File: config.mk
export PLATFORM = sky130hd
export DESIGN_NAME = rv_decode
export DESIGN_NICKNAME = d
export VERILOG_FILES = /design/src/hw/rv_pkg.sv /design/src/hw/rv_decode.sv
export SDC_FILE = /design/constraint.sdc
export NUM_CORES = 1
export LEC_CHECK = 0
export ABC_CLOCK_PERIOD_IN_PS = 1400
export BUFFER_PORTS_ARGS = -buffer_cell sky130_fd_sc_hd__buf_4
export CORE_MARGIN = 2
export CORE_UTILIZATION = 30
export DETAILED_ROUTE_END_ITERATION = 8
export PLACE_DENSITY = 0.79
export RECOVER_POWER = 25
export SLEW_MARGIN = 0
export SYNTH_ARGS = -nofsm -noshare
export SYNTH_HDL_FRONTEND = slang
export SYNTH_SLANG_ARGS = --single-unit
File: constraint.sdc
create_clock -name vclk -period 1.4
set_input_delay 0.28 -clock vclk [all_inputs]
set_output_delay 0.28 -clock vclk [all_outputs]
set_load 0.01 [all_outputs]
File: src/hw/rv_pkg.sv
package rv_pkg;

	localparam int xlen = 32;
	localparam int imem_depth = 256;
	localparam int dmem_depth = 256;
	localparam int imem_aw = $clog2(imem_depth);
	localparam int dmem_aw = $clog2(dmem_depth);

	localparam logic [6:0] op_lui = 7'b0110111;
	localparam logic [6:0] op_auipc = 7'b0010111;
	localparam logic [6:0] op_jal = 7'b1101111;
	localparam logic [6:0] op_jalr = 7'b1100111;
	localparam logic [6:0] op_branch = 7'b1100011;
	localparam logic [6:0] op_load = 7'b0000011;
	localparam logic [6:0] op_store = 7'b0100011;
	localparam logic [6:0] op_imm = 7'b0010011;
	localparam logic [6:0] op_reg = 7'b0110011;

	localparam logic [2:0] f3_beq = 3'b000;
	localparam logic [2:0] f3_bne = 3'b001;
	localparam logic [2:0] f3_bge = 3'b101;
	localparam logic [2:0] f3_bgeu = 3'b111;
	localparam logic [2:0] f3_lw = 3'b010;
	localparam logic [2:0] f3_lbu = 3'b100;
	localparam logic [2:0] f3_sb = 3'b000;
	localparam logic [2:0] f3_sh = 3'b001;
	localparam logic [2:0] f3_sw = 3'b010;
	localparam logic [2:0] f3_add = 3'b000;
	localparam logic [2:0] f3_sll = 3'b001;
	localparam logic [2:0] f3_sltu = 3'b011;
	localparam logic [2:0] f3_xor = 3'b100;
	localparam logic [2:0] f3_sr = 3'b101;
	localparam logic [2:0] f3_or = 3'b110;
	localparam logic [2:0] f3_and = 3'b111;
	localparam logic [2:0] f3_sltiu = 3'b011;

	localparam logic [6:0] f7_alt = 7'b0100000; // sub, srai

	// one instruction word, six ways of reading it
	typedef union packed {
		struct packed {
			logic [6:0] funct7;
			logic [4:0] rs2;
			logic [4:0] rs1;
			logic [2:0] funct3;
			logic [4:0] rd;
			logic [6:0] opcode;
		} r;
		struct packed {
			logic [11:0] imm_11_0;
			logic [4:0] rs1;
			logic [2:0] funct3;
			logic [4:0] rd;
			logic [6:0] opcode;
		} i;
		struct packed {
			logic [6:0] imm_11_5;
			logic [4:0] rs2;
			logic [4:0] rs1;
			logic [2:0] funct3;
			logic [4:0] imm_4_0;
			logic [6:0] opcode;
		} s;
		struct packed {
			logic imm_12;
			logic [5:0] imm_10_5;
			logic [4:0] rs2;
			logic [4:0] rs1;
			logic [2:0] funct3;
			logic [3:0] imm_4_1;
			logic imm_11;
			logic [6:0] opcode;
		} b;
		struct packed {
			logic [19:0] imm_31_12;
			logic [4:0] rd;
			logic [6:0] opcode;
		} u;
		struct packed {
			logic imm_20;
			logic [9:0] imm_10_1;
			logic imm_11;
			logic [7:0] imm_19_12;
			logic [4:0] rd;
			logic [6:0] opcode;
		} j;
	} insn_t;

endpackage

File: src/hw/rv_decode.sv
`timescale 1ns/10ps

module rv_decode(
	input logic [rv_pkg::xlen-1:0] insn,
	output logic [6:0] opcode,
	output logic [2:0] funct3,
	output logic [6:0] funct7,
	output logic [4:0] rs1,
	output logic [4:0] rs2,
	output logic [4:0] rd,
	output logic [rv_pkg::xlen-1:0] imm,
	output logic rd_we
);

	rv_pkg::insn_t ins;
	logic writes;

	assign ins = insn;
	assign opcode = ins.r.opcode;
	assign funct3 = ins.r.funct3;
	assign funct7 = ins.r.funct7;
	assign rs1 = ins.r.rs1;
	assign rs2 = ins.r.rs2;
	assign rd = ins.r.rd;

	always_comb begin
		case (ins.r.opcode)
			rv_pkg::op_lui, rv_pkg::op_auipc:
				imm = {ins.u.imm_31_12, 12'b0};
			rv_pkg::op_jal:
				imm = {{11{ins.j.imm_20}}, ins.j.imm_20, ins.j.imm_19_12,
					ins.j.imm_11, ins.j.imm_10_1, 1'b0};
			rv_pkg::op_branch:
				imm = {{19{ins.b.imm_12}}, ins.b.imm_12, ins.b.imm_11,
					ins.b.imm_10_5, ins.b.imm_4_1, 1'b0};
			rv_pkg::op_store:
				imm = {{20{ins.s.imm_11_5[6]}}, ins.s.imm_11_5, ins.s.imm_4_0};
			default:
				imm = {{20{ins.i.imm_11_0[11]}}, ins.i.imm_11_0}; // jalr, load, op_imm
		endcase
	end

	// only the kept encodings write back, everything else is a no-op
	always_comb begin
		case (ins.r.opcode)
			rv_pkg::op_lui, rv_pkg::op_auipc, rv_pkg::op_jal, rv_pkg::op_jalr:
				writes = 1'b1;
			rv_pkg::op_load:
				writes = (funct3 == rv_pkg::f3_lw) || (funct3 == rv_pkg::f3_lbu);
			rv_pkg::op_imm: begin
				case (funct3)
					rv_pkg::f3_sll:
						writes = (funct7 == 7'h00);
					rv_pkg::f3_sr:
						writes = (funct7 == 7'h00) || (funct7 == rv_pkg::f7_alt);
					rv_pkg::f3_add, rv_pkg::f3_sltiu, rv_pkg::f3_xor, rv_pkg::f3_and:
						writes = 1'b1;
					default:
						writes = 1'b0;
				endcase
			end
			rv_pkg::op_reg: begin
				case (funct3)
					rv_pkg::f3_add:
						writes = (funct7 == 7'h00) || (funct7 == rv_pkg::f7_alt);
					rv_pkg::f3_sll, rv_pkg::f3_sltu, rv_pkg::f3_xor, rv_pkg::f3_or,
					rv_pkg::f3_and:
						writes = (funct7 == 7'h00);
					default:
						writes = 1'b0; // srl, sra, slt not kept
				endcase
			end
			default:
				writes = 1'b0;
		endcase
	end

	assign rd_we = writes && (rd != 5'd0);

endmodule

**Word-level counts from Yosys, hierarchy flattened**

Cells that the tools add are included.

- Bits in registers: 0
- Word-level logic and storage cells: 31

- Eq/ne operators: 17
- Muxes and demuxes: 4
- Reductions and logical operators: 10

Operator list:

| operator | number |
|---|---|
| $pmux W31 S4 | 1 |
| $eq A7 B6 Y1 const B | 4 |
| $eq A7 B7 Y1 const B | 3 |
| $eq A7 B5 Y1 const B | 2 |
| $eq A3 B3 Y1 const B | 4 |
| $reduce_or A4 Y1 | 2 |
| $eq A7 B2 Y1 const B | 1 |
| $logic_not A7 Y1 | 1 |
| $eq A3 B2 Y1 const B | 2 |
| $reduce_bool A5 Y1 | 1 |
| $reduce_or A5 Y1 | 1 |
| $pmux W1 S4 | 1 |
| $eq A3 B1 Y1 const B | 1 |
| $logic_not A3 Y1 | 1 |
| $pmux W1 S3 | 1 |
| $logic_or A1 B1 Y1 | 2 |
| $pmux W1 S2 | 1 |
| $reduce_or A2 Y1 | 1 |
| $logic_and A1 B1 Y1 | 1 |

**Depth between registers and ports, before layout**

- Word-level depth: 5
- Gate-level depth with buffers: 7
- Depth with buffers taken out: 5

**Worst setup path after synthesis**

OpenSTA, ideal clock, no wires.

- Path kind: in2out
- Start point: in insn[1] (netlist name)
- End point: out rd_we
- Data arrival time: 1.342 ns
- Required time: 1.120 ns
- Setup slack: -0.222 ns
- Stages on the path: 6
- Path buffers: 1
- Path through: and2_0 buf_4 nand3_1 a2111oi_0 o21ai_1 a22oi_1

- Longest elaborated chain between the ends: 4

RTL lines:

| what | line | RTL |
|---|---|---|
| start, declared | rv_decode.sv:4 | `input logic [rv_pkg::xlen-1:0] insn,` |
| $eq A7 B6 Y1, or another cell as far along | rv_decode.sv:45 | `case (ins.r.opcode)` |
| $reduce_or A4 Y1 | rv_decode.sv:45 |  |
| $pmux W1 S4 (*) | rv_decode.sv:45 |  |
| $logic_and A1 B1 Y1 (*) | rv_decode.sv:78 | `assign rd_we = writes && (rd != 5'd0);` |
| end, declared | rv_decode.sv:12 | `output logic rd_we` |

Every way passes the cells marked *; elsewhere a longest branch is shown, timed or not.

**Worst setup path in the final report**

- Start point: in insn[28] (netlist name)
- End point: out rd_we

- Longest elaborated chain between the ends: 5

RTL lines:

| what | line |
|---|---|
| $eq A7 B6 Y1 / $logic_not A7 Y1 (equally long branches) | rv_decode.sv:55, rv_decode.sv:65, rv_decode.sv:53 |
| $logic_or A1 B1 Y1 | rv_decode.sv:55, rv_decode.sv:65 |
| $pmux W1 S3 / $pmux W1 S2 (equally long branches) | rv_decode.sv:51, rv_decode.sv:63 |
| $pmux W1 S4 (*) | rv_decode.sv:45 |
| $logic_and A1 B1 Y1 (*) | rv_decode.sv:78 |

Marks and branches as above.

==> run_results.csv <==
group,metric,value,unit
timing,final.period_utilization,129,%
setup_path,cp_data_required_time,1.12,ns
yosys,synthAdderAreaFrac,0,%
timing,setup_repair_after_global_routing_missed_its_margin,"yes",
yosys,synth_top_family_by_area,"buffers and inverters",
power_and_ir_drop,total_power,577,uW
cells_and_area,final.fill_count,180,
detailed_routing,residual_drc_count,0,
timing,timing_worst_slew_pin_value,0.456,ns
detailed_routing,vias,1188,
cells_and_area,final_layout_size_suffix_gt1_share,74.2,%
timing,hold_violations,0,
cells_and_area,seq_cells,0,
flow_run,maxCapViolCount,0,
detailed_routing,top_signal_layer_used,"met4",
cells_and_area,layout.area.seq,0,um2
setup_path,cp_data_arrival_time,1.52,ns
status,result_of_the_run,"complete, but fails checks",
status,violations,"setup timing",
yosys,ys_warn_count,0,
die,die_w,55.5,um
yosys,synthCells,121,
setup_path,setup_crit_start_kind,"primary input",
power_and_ir_drop,static-leakage-power,0.00104,uW
die,std_cell_rows,18,
detailed_routing,met3_length,223,um
timing,final.setup.worst_slack,-0.405,ns
yosys,synth_xor_xnor_area_share,1.10,%
yosys,synth_top_cell_area_share,32.1,%
placement,place_worst_setup_slack,-0.586,ns
placement,port-buffer-count,97,
timing,setup_viol_count_final,32,
die,die_area,0.00308,mm2
timing,slew_headroom,69.3,%
global_routing,grt_util_all_layers,20.8,%
detailed_routing,dr_wl_met2,1950,um
placement,place.gp.congestion,0.858,
placement,hpwl_after_dpl,2390,um
detailed_routing,postRouteWirelength,3610,um
yosys,post_synth_and_or_nand_nor_area_fraction,31.3,%
global_routing,grt_pass1_wl,5540,um
cells_and_area,flow.area_growth_from_synthesis,131,%
yosys,synth-seq-area-share,0,%
setup_path,crit_path_max_fanout,4,
yosys,postSynthAreaPerCell,6.57,um2
yosys,syn_nets,153,
cells_and_area,finalNetCount,243,
setup_path,worst-setup-path-type,"primary input to output pin",
die,start_util,31.8,%
detailed_routing,routed_via_density,4.97,
global_routing,global_route.overflow_total,0,
timing,clock.fmax,0.554,GHz
worst_hold_path,hp-class,"primary input to output pin",
yosys,compound_cell_area_share_of_the_yosys_netlist,28.5,%
detailed_routing,detail_route.wl_per_cell,15.1,um
cells_and_area,antennaDiodeCount,0,
yosys,mappedNetlistArea,795,um2
power_and_ir_drop,max_ir_drop_vdd,0.000205,V
global_routing,antenna_violations_before_repair,0,
cts,ctsHoldBuffers,0,
timing,report.final.slew_viol_count,0,
power_and_ir_drop,pd_cells,315,mW/mm2
yosys,synth.mux.area_fraction,1.89,%
die,dieHeight,55.5,um
global_routing,grt_max_degree,12,
detailed_routing,dr.pass1.iters,4,
yosys,synth.lib_cells_used.distinct,31,
global_routing,number_of_global_route_vias_before_repair,1145,
cells_and_area,clockBufferCount,0,
detailed_routing,antenna_violating_nets_post_route,0,
detailed_routing,detailedRoute.firstIterationViolations,20,
die,design.portCount,97,
yosys,synth_area_leaders,"sky130_fd_sc_hd__buf_4 32%, sky130_fd_sc_hd__a21o_1 18%, sky130_fd_sc_hd__nand2_1 7.6%",
detailed_routing,wirelength_met1,1360,um
yosys,synth.largest_area_cell,"sky130_fd_sc_hd__buf_4",
timing,fin_crit,1.80,ns
setup_path,critical_path.endpoint_type,"output pin",
die,core_area,0.00250,mm2
power by group:
part | internal (uW) | switching, uW
clock network | 0 | 0
logic | 334 | 243
registers | 0 | 0
total | 334 | 243
worst max-delay path, cell delays in order:
cell                      delay [ns]
sky130_fd_sc_hd__buf_8          0.10
sky130_fd_sc_hd__nor4_4         0.27
sky130_fd_sc_hd__nand2_2        0.11
sky130_fd_sc_hd__o41ai_4        0.37
sky130_fd_sc_hd__a21oi_2        0.07
sky130_fd_sc_hd__a22oi_2        0.17
sky130_fd_sc_hd__buf_4          0.15
cells in the mapped netlist:
library cell and number:
sky130_fd_sc_hd__a2111oi_0 1, sky130_fd_sc_hd__nor2b_2 1, sky130_fd_sc_hd__nor4_1 2, sky130_fd_sc_hd__o41ai_2 1, sky130_fd_sc_hd__buf_2 2, sky130_fd_sc_hd__and3b_1 1
sky130_fd_sc_hd__buf_6 1, sky130_fd_sc_hd__nand3_1 8, sky130_fd_sc_hd__inv_1 3, sky130_fd_sc_hd__o21ai_0 3, sky130_fd_sc_hd__o21ai_1 1, sky130_fd_sc_hd__buf_4 34
sky130_fd_sc_hd__nor3_1 1, sky130_fd_sc_hd__nand4_1 1, sky130_fd_sc_hd__a22oi_1 2, sky130_fd_sc_hd__mux2_4 1, sky130_fd_sc_hd__nor2_4 1, sky130_fd_sc_hd__nor2_1 3
sky130_fd_sc_hd__a21o_1 19, sky130_fd_sc_hd__and2_0 1, sky130_fd_sc_hd__and2b_2 1, sky130_fd_sc_hd__and3_1 1, sky130_fd_sc_hd__nor2_2 2, sky130_fd_sc_hd__and2b_1 1
sky130_fd_sc_hd__xor2_1 1, sky130_fd_sc_hd__and2_1 7, sky130_fd_sc_hd__clkbuf_1 2, sky130_fd_sc_hd__a32o_1 1, sky130_fd_sc_hd__nand2_1 16, sky130_fd_sc_hd__o32ai_1 1
sky130_fd_sc_hd__a21oi_1 1
routing by layer:
layer  vias up  track usage (%)
met5         -                0
met1       556             24.6
met2        60             38.6
met4         0             5.92
met3         6             2.81
li1        566                -
area by class of cell:
class                      count  area (um2)  share of cell area [%]
multi-input combinational     80         661                    36.1
tap                           30        37.5                    2.05
inverter                       3        11.3                   0.615
timing repair buffer         126        1120                    61.3
worst paths after layout:
check,from,endpoint,slack (ns),depth (start not counted)
setup / recovery,insn[28],rd_we,-0.40,7
hold / removal,insn[17],rs1[2],0.75,2
cell families (layout without fill, tap and decap cells):
logic type | count (synthesis) | count (layout)
simple gates | 47 | 48
buf+inv | 42 | 129
compound gates | 30 | 30
xor+xnor | 1 | 1
mux | 1 | 1
timing repair:
item | CTS | global route
resized for setup | 59 | 28
endpoints found under the setup margin | 32 | 32
endpoints found under the hold margin | 0 | 0
setup buffers | 4 | 5
pin swaps | 24 | 13
cloned | 2 | 0
stage by stage:
step	util, %	std cells	hold slack (ns)	TNS [ns]	instance area [um2]
finish	73.3	239	0.747	-7.25	1830
global placement	59.4	232	0.745	-13.95	1480
floorplan	-	121	0.652	-0.499	837
CTS	70.0	238	0.749	-7.56	1750
detailed placement	59.4	232	0.747	-14.85	1480
global route	73.3	239	0.760	-8.17	1830
cells in the final DEF, fill, tap and decap left out, types with 2 or more instances in the layout:
master                      n
sky130_fd_sc_hd__clkbuf_1   6
sky130_fd_sc_hd__nor2_4     4
sky130_fd_sc_hd__buf_8      3
sky130_fd_sc_hd__nand2_1   12
sky130_fd_sc_hd__a21o_1    19
sky130_fd_sc_hd__nand2_2    3
sky130_fd_sc_hd__buf_6     47
sky130_fd_sc_hd__and2_4     9
sky130_fd_sc_hd__inv_1      3
sky130_fd_sc_hd__o21ai_0    3
sky130_fd_sc_hd__a22oi_2    2
sky130_fd_sc_hd__nand3_1    2
sky130_fd_sc_hd__buf_4     70
sky130_fd_sc_hd__nand3_2    5
(Power assumes the default switching activity.)
