===== config.mk =====
export PLATFORM = sky130hd
export DESIGN_NAME = rv_regfile
export DESIGN_NICKNAME = d
export VERILOG_FILES = /design/src/hw/rv_pkg.sv /design/src/hw/rv_regfile.sv
export SDC_FILE = /design/constraint.sdc
export NUM_CORES = 1
export LEC_CHECK = 0
export BUFFER_PORTS_ARGS = -buffer_cell sky130_fd_sc_hd__buf_2
export CAP_MARGIN = 20
export CELL_PAD_IN_SITES_DETAIL_PLACEMENT = 0
export CELL_PAD_IN_SITES_GLOBAL_PLACEMENT = 1
export CORE_MARGIN = 5
export CORE_UTILIZATION = 30
export DETAILED_ROUTE_END_ITERATION = 12
export GPL_ROUTABILITY_DRIVEN = 1
export MAX_ROUTING_LAYER = met4
export PLACE_DENSITY_LB_ADDON = 0.1
export SETUP_SLACK_MARGIN = 0.2
export SKIP_LAST_GASP = 1
export SYNTH_ARGS = -nofsm -noshare
export SYNTH_HDL_FRONTEND = slang
export SYNTH_SLANG_ARGS = --single-unit

===== constraint.sdc =====
create_clock -name clk -period 9.15 [get_ports clk]
set_input_delay 1.83 -clock clk [delete_from_list [all_inputs] [get_ports clk]]
set_output_delay 1.83 -clock clk [all_outputs]
set_load 0.005 [all_outputs]

===== src/hw/rv_pkg.sv =====
package rv_pkg;

	localparam int xlen = 32;
	localparam int imem_depth = 256;
	localparam int dmem_depth = 256;
	localparam int imem_aw = $clog2(imem_depth);
	localparam int dmem_aw = $clog2(dmem_depth);

	localparam logic [6:0] op_lui = 7'b0110111;
	localparam logic [6:0] op_auipc = 7'b0010111;
	localparam logic [6:0] op_jal = 7'b1101111;
	localparam logic [6:0] op_jalr = 7'b1100111;
	localparam logic [6:0] op_branch = 7'b1100011;
	localparam logic [6:0] op_load = 7'b0000011;
	localparam logic [6:0] op_store = 7'b0100011;
	localparam logic [6:0] op_imm = 7'b0010011;
	localparam logic [6:0] op_reg = 7'b0110011;

	localparam logic [2:0] f3_beq = 3'b000;
	localparam logic [2:0] f3_bne = 3'b001;
	localparam logic [2:0] f3_bge = 3'b101;
	localparam logic [2:0] f3_bgeu = 3'b111;
	localparam logic [2:0] f3_lw = 3'b010;
	localparam logic [2:0] f3_lbu = 3'b100;
	localparam logic [2:0] f3_sb = 3'b000;
	localparam logic [2:0] f3_sh = 3'b001;
	localparam logic [2:0] f3_sw = 3'b010;
	localparam logic [2:0] f3_add = 3'b000;
	localparam logic [2:0] f3_sll = 3'b001;
	localparam logic [2:0] f3_sltu = 3'b011;
	localparam logic [2:0] f3_xor = 3'b100;
	localparam logic [2:0] f3_sr = 3'b101;
	localparam logic [2:0] f3_or = 3'b110;
	localparam logic [2:0] f3_and = 3'b111;
	localparam logic [2:0] f3_sltiu = 3'b011;

	localparam logic [6:0] f7_alt = 7'b0100000; // sub, srai

	// one instruction word, six ways of reading it
	typedef union packed {
		struct packed {
			logic [6:0] funct7;
			logic [4:0] rs2;
			logic [4:0] rs1;
			logic [2:0] funct3;
			logic [4:0] rd;
			logic [6:0] opcode;
		} r;
		struct packed {
			logic [11:0] imm_11_0;
			logic [4:0] rs1;
			logic [2:0] funct3;
			logic [4:0] rd;
			logic [6:0] opcode;
		} i;
		struct packed {
			logic [6:0] imm_11_5;
			logic [4:0] rs2;
			logic [4:0] rs1;
			logic [2:0] funct3;
			logic [4:0] imm_4_0;
			logic [6:0] opcode;
		} s;
		struct packed {
			logic imm_12;
			logic [5:0] imm_10_5;
			logic [4:0] rs2;
			logic [4:0] rs1;
			logic [2:0] funct3;
			logic [3:0] imm_4_1;
			logic imm_11;
			logic [6:0] opcode;
		} b;
		struct packed {
			logic [19:0] imm_31_12;
			logic [4:0] rd;
			logic [6:0] opcode;
		} u;
		struct packed {
			logic imm_20;
			logic [9:0] imm_10_1;
			logic imm_11;
			logic [7:0] imm_19_12;
			logic [4:0] rd;
			logic [6:0] opcode;
		} j;
	} insn_t;

endpackage


===== src/hw/rv_regfile.sv =====
`timescale 1ns/10ps

module rv_regfile(
	input logic clk,
	input logic rst_n,
	input logic run,
	input logic [4:0] rs1,
	input logic [4:0] rs2,
	input logic [4:0] rd,
	input logic rd_we,
	input logic [rv_pkg::xlen-1:0] wdata,
	output logic [rv_pkg::xlen-1:0] src1,
	output logic [rv_pkg::xlen-1:0] src2
);

	logic [rv_pkg::xlen-1:0] regs [32];

	// x0 reads as zero whatever the array holds
	assign src1 = (rs1 == 5'd0) ? '0 : regs[rs1];
	assign src2 = (rs2 == 5'd0) ? '0 : regs[rs2];

	always_ff @(posedge clk) begin
		if (rst_n && run && rd_we) begin // held off during reset
			regs[rd] <= wdata;
		end
	end

endmodule


# Yosys cells after proc, flatten, opt, wreduce, memory -nomap -nowiden
# Memories as Yosys holds them, arrays and structs flattened.
# Index checks and enable logic that the tools add are counted.
# op_classes
add_sub_neg	0
n_mul	0
n_div	0
order_cmp	0
n_eq_ne	0
shift	0
n_mux	4
n_bitwise	0
reduce_logical	4
# op_table
op	n
$mux W32	2
$logic_not A5 Y1	2
$logic_and A1 B1 Y1	2
$mux W1	2
# totals
register_bits	0
latchBits	0
mem_bits_rw	1024
romBits	0
in_bits	51
mem_count	1
# mem_list
memory	depth	word_bits	rd	rd_clocked_by_memory_dff	wr	line	source
regs	32	32	2	0	1	rv_regfile.sv:16	logic [rv_pkg::xlen-1:0] regs [32];

# Depth between registers and ports, before layout
# Gate-level depths: netlist of run 1.
# logic_depth
word_depth	4
ltp_mapped	8
depth_no_buf	4

# Worst setup path before layout of run 1
# OpenSTA, ideal clock, no wires.
# synth_path
path_kind	input port to output port
from	input rs2[0]
to	output src2[10] (netlist bit)
arrival_time_ns	3.266
slack_ns	4.054
cell_stages	6
path_buffers	3
path_cell_list	buf_6 > buf_6 > buf_2 > mux4_2 > a221oi_2 > a211oi_1
# synth_between
elab_chain_len	2
word_cells_on_any_way	3
cone_classes	1 x mux; 1 x reduce/logical; 1 x memory
# synth_rtl
element	line	source
start, declared	rv_regfile.sv:8	input logic [4:0] rs2,
$mem_v2 Z32 W32 / $logic_not A5 Y1 (equally long branches)	--	
$mux W32 *	rv_regfile.sv:20	assign src2 = (rs2 == 5'd0) ? '0 : regs[rs2];
end, declared	rv_regfile.sv:13	output logic [rv_pkg::xlen-1:0] src2
# Mark *: on every way between the ends. The rest lies on a longest branch, timed or not.

# Final worst setup path of run 1
# layout_path
from	input rs1[0]
to	output src1[0] (netlist bit)
# layout_between
elab_chain_len	2
word_cells_on_any_way	3
cone_classes	1 x mux; 1 x reduce/logical; 1 x memory
# layout_rtl
element	line	source
start, declared	rv_regfile.sv:7	input logic [4:0] rs1,
$mem_v2 Z32 W32 / $logic_not A5 Y1 (equally long branches)	--	
$mux W32 *	rv_regfile.sv:19	assign src1 = (rs1 == 5'd0) ? '0 : regs[rs1];
end, declared	rv_regfile.sv:12	output logic [rv_pkg::xlen-1:0] src1,
# Marked as above.

==> results.md, run 1 <==
- Syn Area/Cell: 18.6 sq um
- Clock transition at path regs: 50 ps
- Worst-path fanout max: 43
- Setup TNS: 0 ps
- Layout cells sized above 1: 30.3%
- #FFs+latches synth: 1,024
- Most common cell after layout, fill and taps aside: edfxtp_1
- Cts repair resizes: 0
- Syn Std Cell Area: 48,000 sq um
- YS warnings: 0
- Post-Syn Nets: 2,626
- Final setup viols: 0
- Static Leakage: 17.5 nW
- DP Worst Slack: 2110 ps
- Crit end category: output pin
- Die X-Extent: 410 um
- Critical Path RT: 7320 ps
- Final WL: 182,000 um
- Vias: 28,193
- Register area share after synthesis: 64.1%
- Fin util: 34.5%
- GPL Wtd Cong: 0.790
- Filler-free cell count of the finished design: 4,857
- Nets: 2,730
- Routed Antenna Nets: 0
- CTS tree: done
- Reg area: 30,700 sq um
- CTS Root Cell: clkbuf_16
- Hold Path Class: primary input to register
- Minimum clock period: 6960 ps
- Via-to-Cell Ratio: 5.80
- Cell area after layout: 54,800 sq um
- Setup ws final: 2190 ps
- Crit path buffers/inverters: 4
- Total setup buffers inserted after CTS: 0
- Critical path's largest stage delay: 740 ps
- Initial core utilization: 30.2%
- Status: completed
- Worst path cell trace: buf_6 > inv_4 > nor2_2 > buf_4 > a22oi_1 > a311oi_1 > buf_2
- Vias in the first global route: 29,827
- Inst Count DP: 4,629
- Top FF cell, synth: edfxtp_1
- GR Overflow Total: 0
- Final HPWL DP: 105,000 um
- Filler instances: 14,860
- First-pass GRT wire length: 250,000 um
- Die area: 168,000 sq um
- Initial antenna violation count: 7
- Fmax: 144 MHz
- Die height: 410 um
- Cells after Synth: 2,575
- PortBufs: 114
- Max-capacitance violation count: 0
- RSZ-0062 raised after global routing: false
- Worst-path cell with the longest stage delay: nor2_2
- Multi-input logic area: 16,300 sq um
- Drt first pass iters: 5
- EDFF count, synth: 1,024
- TritonCTS Buffers: 119
- Register name with the most flops: regs
- FP Rows: 146
- DRC Markers: 0
- CTS sink cnt: 1,024
- Gr usage total: 21.9%
- DR WL/cell: 37.6 um
- Max reg flops: 1,024
- # hold bufs at CTS: 0
- Htree depth: 3
- Critical Path Source Type: primary input
- Worst Path Arrival: 5130 ps
- Worst-Margin Slew: 1120 ps
- Fin. max-slew vios: 0
- Asr flop ratio synth: 0%
- Final worst path period share: 76.1%
- Pin count of the biggest net entering global routing: 102
- Clock tree buffer depth: 3
- Max-slew headroom: 24.9%
- Netlist cell types: 37
- Area Overhead vs Synth: 14.1%
- Endpoints failing hold: 0
- Maximum VDD drop: 170 uV
- Biggest regs: regs: 1024 flops
- IO Pins: 115
- Commonest cells after routing, fill and taps aside: 1,024 x edfxtp_1, 330 x mux4_2, 320 x mux2i_1
- Power Density: 195 nW/um^2
- CP delay by family, top: buffers and inverters
- DRT iter0 DRCs: 2,703
- CP Class: primary input to output pin
- Core area: 159,000 sq um
- DP Area: 51,000 sq um
power breakdown:
part           total, mW  internal, mW  switching (mW)
combinational      0.884         0.319           0.566
clock               4.59          2.62            1.97
sequential          5.19          5.18         0.00808
total               10.7          8.12            2.55
cell usage after synthesis (4+ instances only):
master,count,area (sq um)
a22oi_1,64,480
edfxtp_1,1024,30700
o221ai_1,64,561
mux2_2,64,721
buf_2,47,235
o21ai_1,4,20.0
a221oi_1,20,175
mux4_1,22,578
nand2_1,92,345
a221oi_2,31,465
buf_6,17,191
nor2b_1,37,231
a21oi_1,32,160
a311oi_1,32,280
nand4_1,32,200
clkbuf_1,94,353
o2111ai_1,13,114
o21ai_0,47,235
mux4_2,330,7430
a211oi_1,64,480
nand3b_1,5,37.5
nor2_1,38,143
buf_4,59,443
mux2i_1,320,3200
cell type report:
class                           count  area share, %
Sequential cell                  1024           56.2
Multi-Input combinational cell   1328           29.8
Clock buffer                      148           5.75
Tap cell                         2072           4.73
Timing Repair Buffer              203           2.52
Clock inverter                     75           1.04
Inverter                            3         0.0251
Antenna cell                        4         0.0183
logic make-up (layout without fill, tap and decap cells):
family | after synthesis | count (layout) | synth area share [%]
compound gates | 371 | 371 | 6.19
buf+inv | 223 | 429 | 2.60
flops | 1024 | 1024 | 64.1
mux | 736 | 736 | 24.9
other cells | 0 | 4 | 0
simple gates | 221 | 221 | 2.24
through the flow:
stage               hold slack, ps  power (mW)
floorplan                     1930        5.79
global placement              2330        6.18
detailed placement            2340        6.18
CTS                           1520        10.8
global route                  1570        11.0
finish                        1580        10.7
final timing paths:
check | startpoint | end | slack, ps | cells after the start
worst max-delay path | rs1[0] | src1[0] | 2190 | 7
worst min-delay path | wdata[11] | regs[29][11] | 1580 | 1
metal layers:
layer	GRT usage (%)	vias to the layer above	wire length [um]
met5	-	-	0
met4	6.08	0	4860
met3	3.10	274	9830
met2	35.5	1101	88800
met1	29.0	15513	78900
li1	-	11305	-
No activity file was read; power rests on OpenSTA's default activity.
==> run 2, diff against run 1 <==
--- a/config.mk
+++ b/config.mk
@@ -5,6 +5,7 @@
 export SDC_FILE = /design/constraint.sdc
 export NUM_CORES = 1
 export LEC_CHECK = 0
+export ABC_AREA = 1
 export BUFFER_PORTS_ARGS = -buffer_cell sky130_fd_sc_hd__buf_2
 export CAP_MARGIN = 20
 export CELL_PAD_IN_SITES_DETAIL_PLACEMENT = 0
==> constraint.sdc (replaced) <==
create_clock -name clk -period 6 [get_ports clk]
set_input_delay 1.2 -clock clk [delete_from_list [all_inputs] [get_ports clk]]
set_output_delay 1.2 -clock clk [all_outputs]
set_load 0.005 [all_outputs]
==> results.md, run 2 <==
- Final HPWL DP: 132,000 um (+26%)
- First-pass GRT wire length: 334,000 um (+33%)
- Routed Antenna Nets: 0 (unchanged)
- Initial antenna violation count: 27 (+20)
- Die area: 181,000 sq um (+7.7%)
- DR WL/cell: 28.5 um (-24%)
- CTS tree: done
- Setup TNS: 0 ps (unchanged)
- Area Overhead vs Synth: 15.1%
- Worst Path Arrival: 4010 ps (-1120 ps)
- EDFF count, synth: 1,024 (unchanged)
- Die X-Extent: 425 um (+3.8%)
- Pin count of the biggest net entering global routing: 132 (+29%)
- Clock transition at path regs: 60 ps (about the same)
- Minimum clock period: 5210 ps
- GR Overflow Total: 0 (unchanged)
- Reg area: 30,700 sq um (unchanged)
- Status: completed
- Nets: 6,025 (+120%)
- Worst Setup EP: src2[22]
- # hold bufs at CTS: 0 (unchanged)
- Netlist cell types: 21 (-43%)
- Initial core utilization: 30.2% (-0.053 points)
- Largest area contributor in the netlist: edfxtp_1
- Vias: 44,452 (+58%)
- Synth area leaders: edfxtp_1 59%, nand2_1 15%, nand3_1 9.0%
- DRT iter0 DRCs: 4,633 (+71%)
- DRC Markers: 0 (unchanged)
- Sequential Power Share: 45.7% (-2.9 points)
- TritonCTS Buffers: 132 (+11%)
- Gr usage total: 26.6% (+4.7 points)
- Die height: 425 um (+3.8%)
- Final setup viols: 0 (unchanged)
- Register name with the most flops: regs
- Cells after Synth: 5,985 (+130%)
- Max-capacitance violation count: 0 (unchanged)
- Via-to-Cell Ratio: 5.30 (-8.8%)
- Layout cells sized above 1: 8.16% (-22 points)
- Max-slew headroom: 25.2% (+0.26 points)
- CTS Root Cell: clkbuf_16
- Fin. max-slew vios: 0 (unchanged)
- Total setup buffers inserted after CTS: 0 (unchanged)
- RSZ-0062 raised after global routing: false
- Int Power: 12.7 mW (+57%)
- Htree depth: 4 (+1)
- Syn Std Cell Area: 51,800 sq um (+7.9%)
- Critical Path RT: 4800 ps (-2520 ps)
- Worst-path fanout max: 62 (+44%)
- Final WL: 239,000 um (+31%)
- Vias in the first global route: 42,358 (+42%)
- Worst-path cell with the longest stage delay: nor2_1
- YS warnings: 0 (unchanged)
- Fmax: 192 MHz
- Drt first pass iters: 6 (+1)
- Hold Path Class: primary input to register
- Final worst path period share: 86.8%
- Endpoints failing hold: 0 (unchanged)
- Asr flop ratio synth: 0% (unchanged)
- GPL Wtd Cong: 0.793 (+0.44%)
- Tot Pwr: 17.3 mW (+62%)
- Most common cell after layout, fill and taps aside: nand2_1
- Core area: 172,000 sq um (+8.1%)
- CP Class: primary input to output pin
- Crit end category: output pin
- IO Pins: 115 (unchanged)
- Power Density: 291 nW/um^2 (+49%)
- Worst-Margin Slew: 1120 ps (-1.53 ps)
- Top-count cell post-synth: nand2_1
- Syn Area/Cell: 8.65 sq um (-54%)
- Clock tree buffer depth: 3 (unchanged)
- Biggest regs: regs: 1024 flops
- Worst path cell trace: buf_8 > inv_8 > buf_12 > buf_4 > o21ai_0 > nand3_1 > nand3_1 > nand2_1 > nand2_1 > nor2_1 > buf_2
- Post-Syn Nets: 6,036 (+130%)
- #FFs+latches synth: 1,024 (unchanged)
- PortBufs: 114 (unchanged)
- Max reg flops: 1,024 (unchanged)
- FP Rows: 152 (+4.1%)
- Register area share after synthesis: 59.4% (-4.7 points)
- Commonest cells in the netlist: 2,081 x nand2_1, 1,024 x edfxtp_1, 927 x nand3_1
- Filler instances: 17,680 (+19%)
- Critical path's largest stage delay: 570 ps (-170 ps)
- Multi-input logic area: 18,800 sq um (+16%)
- Combinational Power Share: 10.7% (+2.4 points)
- Synth top area share: 59.4% (-4.7 points)
- Maximum VDD drop: 265 uV (+56%)
- Clock network power share: 43.7% (+0.6 points)
- CTS sink cnt: 1,024 (unchanged)
- Top FF cell, synth: edfxtp_1
- Cts repair resizes: 0 (unchanged)
- Sw Share: 26.5% (+2.7 points)
- Crit. Startpoint: rs2[0]
- Commonest cells after routing, fill and taps aside: 2,081 x nand2_1, 1,024 x edfxtp_1, 925 x nand3_1
- Net Switching: 4.60 mW (+81%)
- Static Leakage: 22.9 nW (+31%)
- Critical Path Source Type: primary input
[run 2: critical path, delay by kind of cell]
family / cells / cell delay, ps
compound gates: 1 / 110
simple gates: 5 / 980
buf+inv: 5 / 1580
[run 2: routing by layer]
layer	global-route usage [%]	wire length, um	up-vias
li1	-	-	20196
met1	35.5	105000	22198
met2	43.1	113000	1692
met3	3.35	14800	366
met4	6.98	6650	0
met5	-	0	-
[run 2: logic make-up (layout without fill, tap and decap cells)]
logic type,after synthesis,count (layout),synth area share [%]
DFF,1024,1024,59.4
and+or+nand+nor,3799,3799,29.9
other,0,8,0
buffers and inverters,555,645,4.75
AOI/OAI and AO/OA,607,607,5.95
[run 2: power groups by stage]
stage / registers [mW] / clock network [mW] / logic [mW]
after floorplan: 8.06 / 0 / 0.962
after global placement: 8.06 / 0 / 1.86
after detailed placement: 8.06 / 0 / 1.85
after CTS: 7.91 / 7.73 / 1.85
after global routing: 7.91 / 8.03 / 2.00
final: 7.91 / 7.57 / 1.85
[run 2: how the worst min path moves through the flow]
stage / slack [ps] / end / startpoint / cells past startpoint
2_1_floorplan: 1300 / regs[0][0] / wdata[0] / 0
3_3_place_gp: 1760 / regs[27][15] / wdata[15] / 1
3_5_place_dp: 1760 / regs[30][30] / wdata[30] / 1
4_1_cts: 890 / regs[9][15] / wdata[15] / 1
5_1_grt: 930 / regs[9][15] / wdata[15] / 1
6_report: 960 / regs[0][4] / wdata[4] / 1
[run 2: cell type report]
class,count,share of cell area (%)
diodes,8,0.0336
clock buffers,177,6.08
clock inverters,58,0.672
multi-input cells,4406,31.6
inverters,127,0.880
well taps,2310,4.85
repair buffers,283,4.27
flip-flops and latches,1024,51.6
[run 2: metrics by stage]
step	utilization [%]	setup slack [ps]	instances	hold slack [ps]	instance area, sq um
after global placement	32.3	734	8148	1760	55500
after CTS	34.7	771	8384	894	59500
after global routing	34.7	737	8388	932	59600
after floorplan	-	2520	5985	1300	51800
final	34.7	789	8393	960	59600
after detailed placement	32.4	779	8149	1760	55500
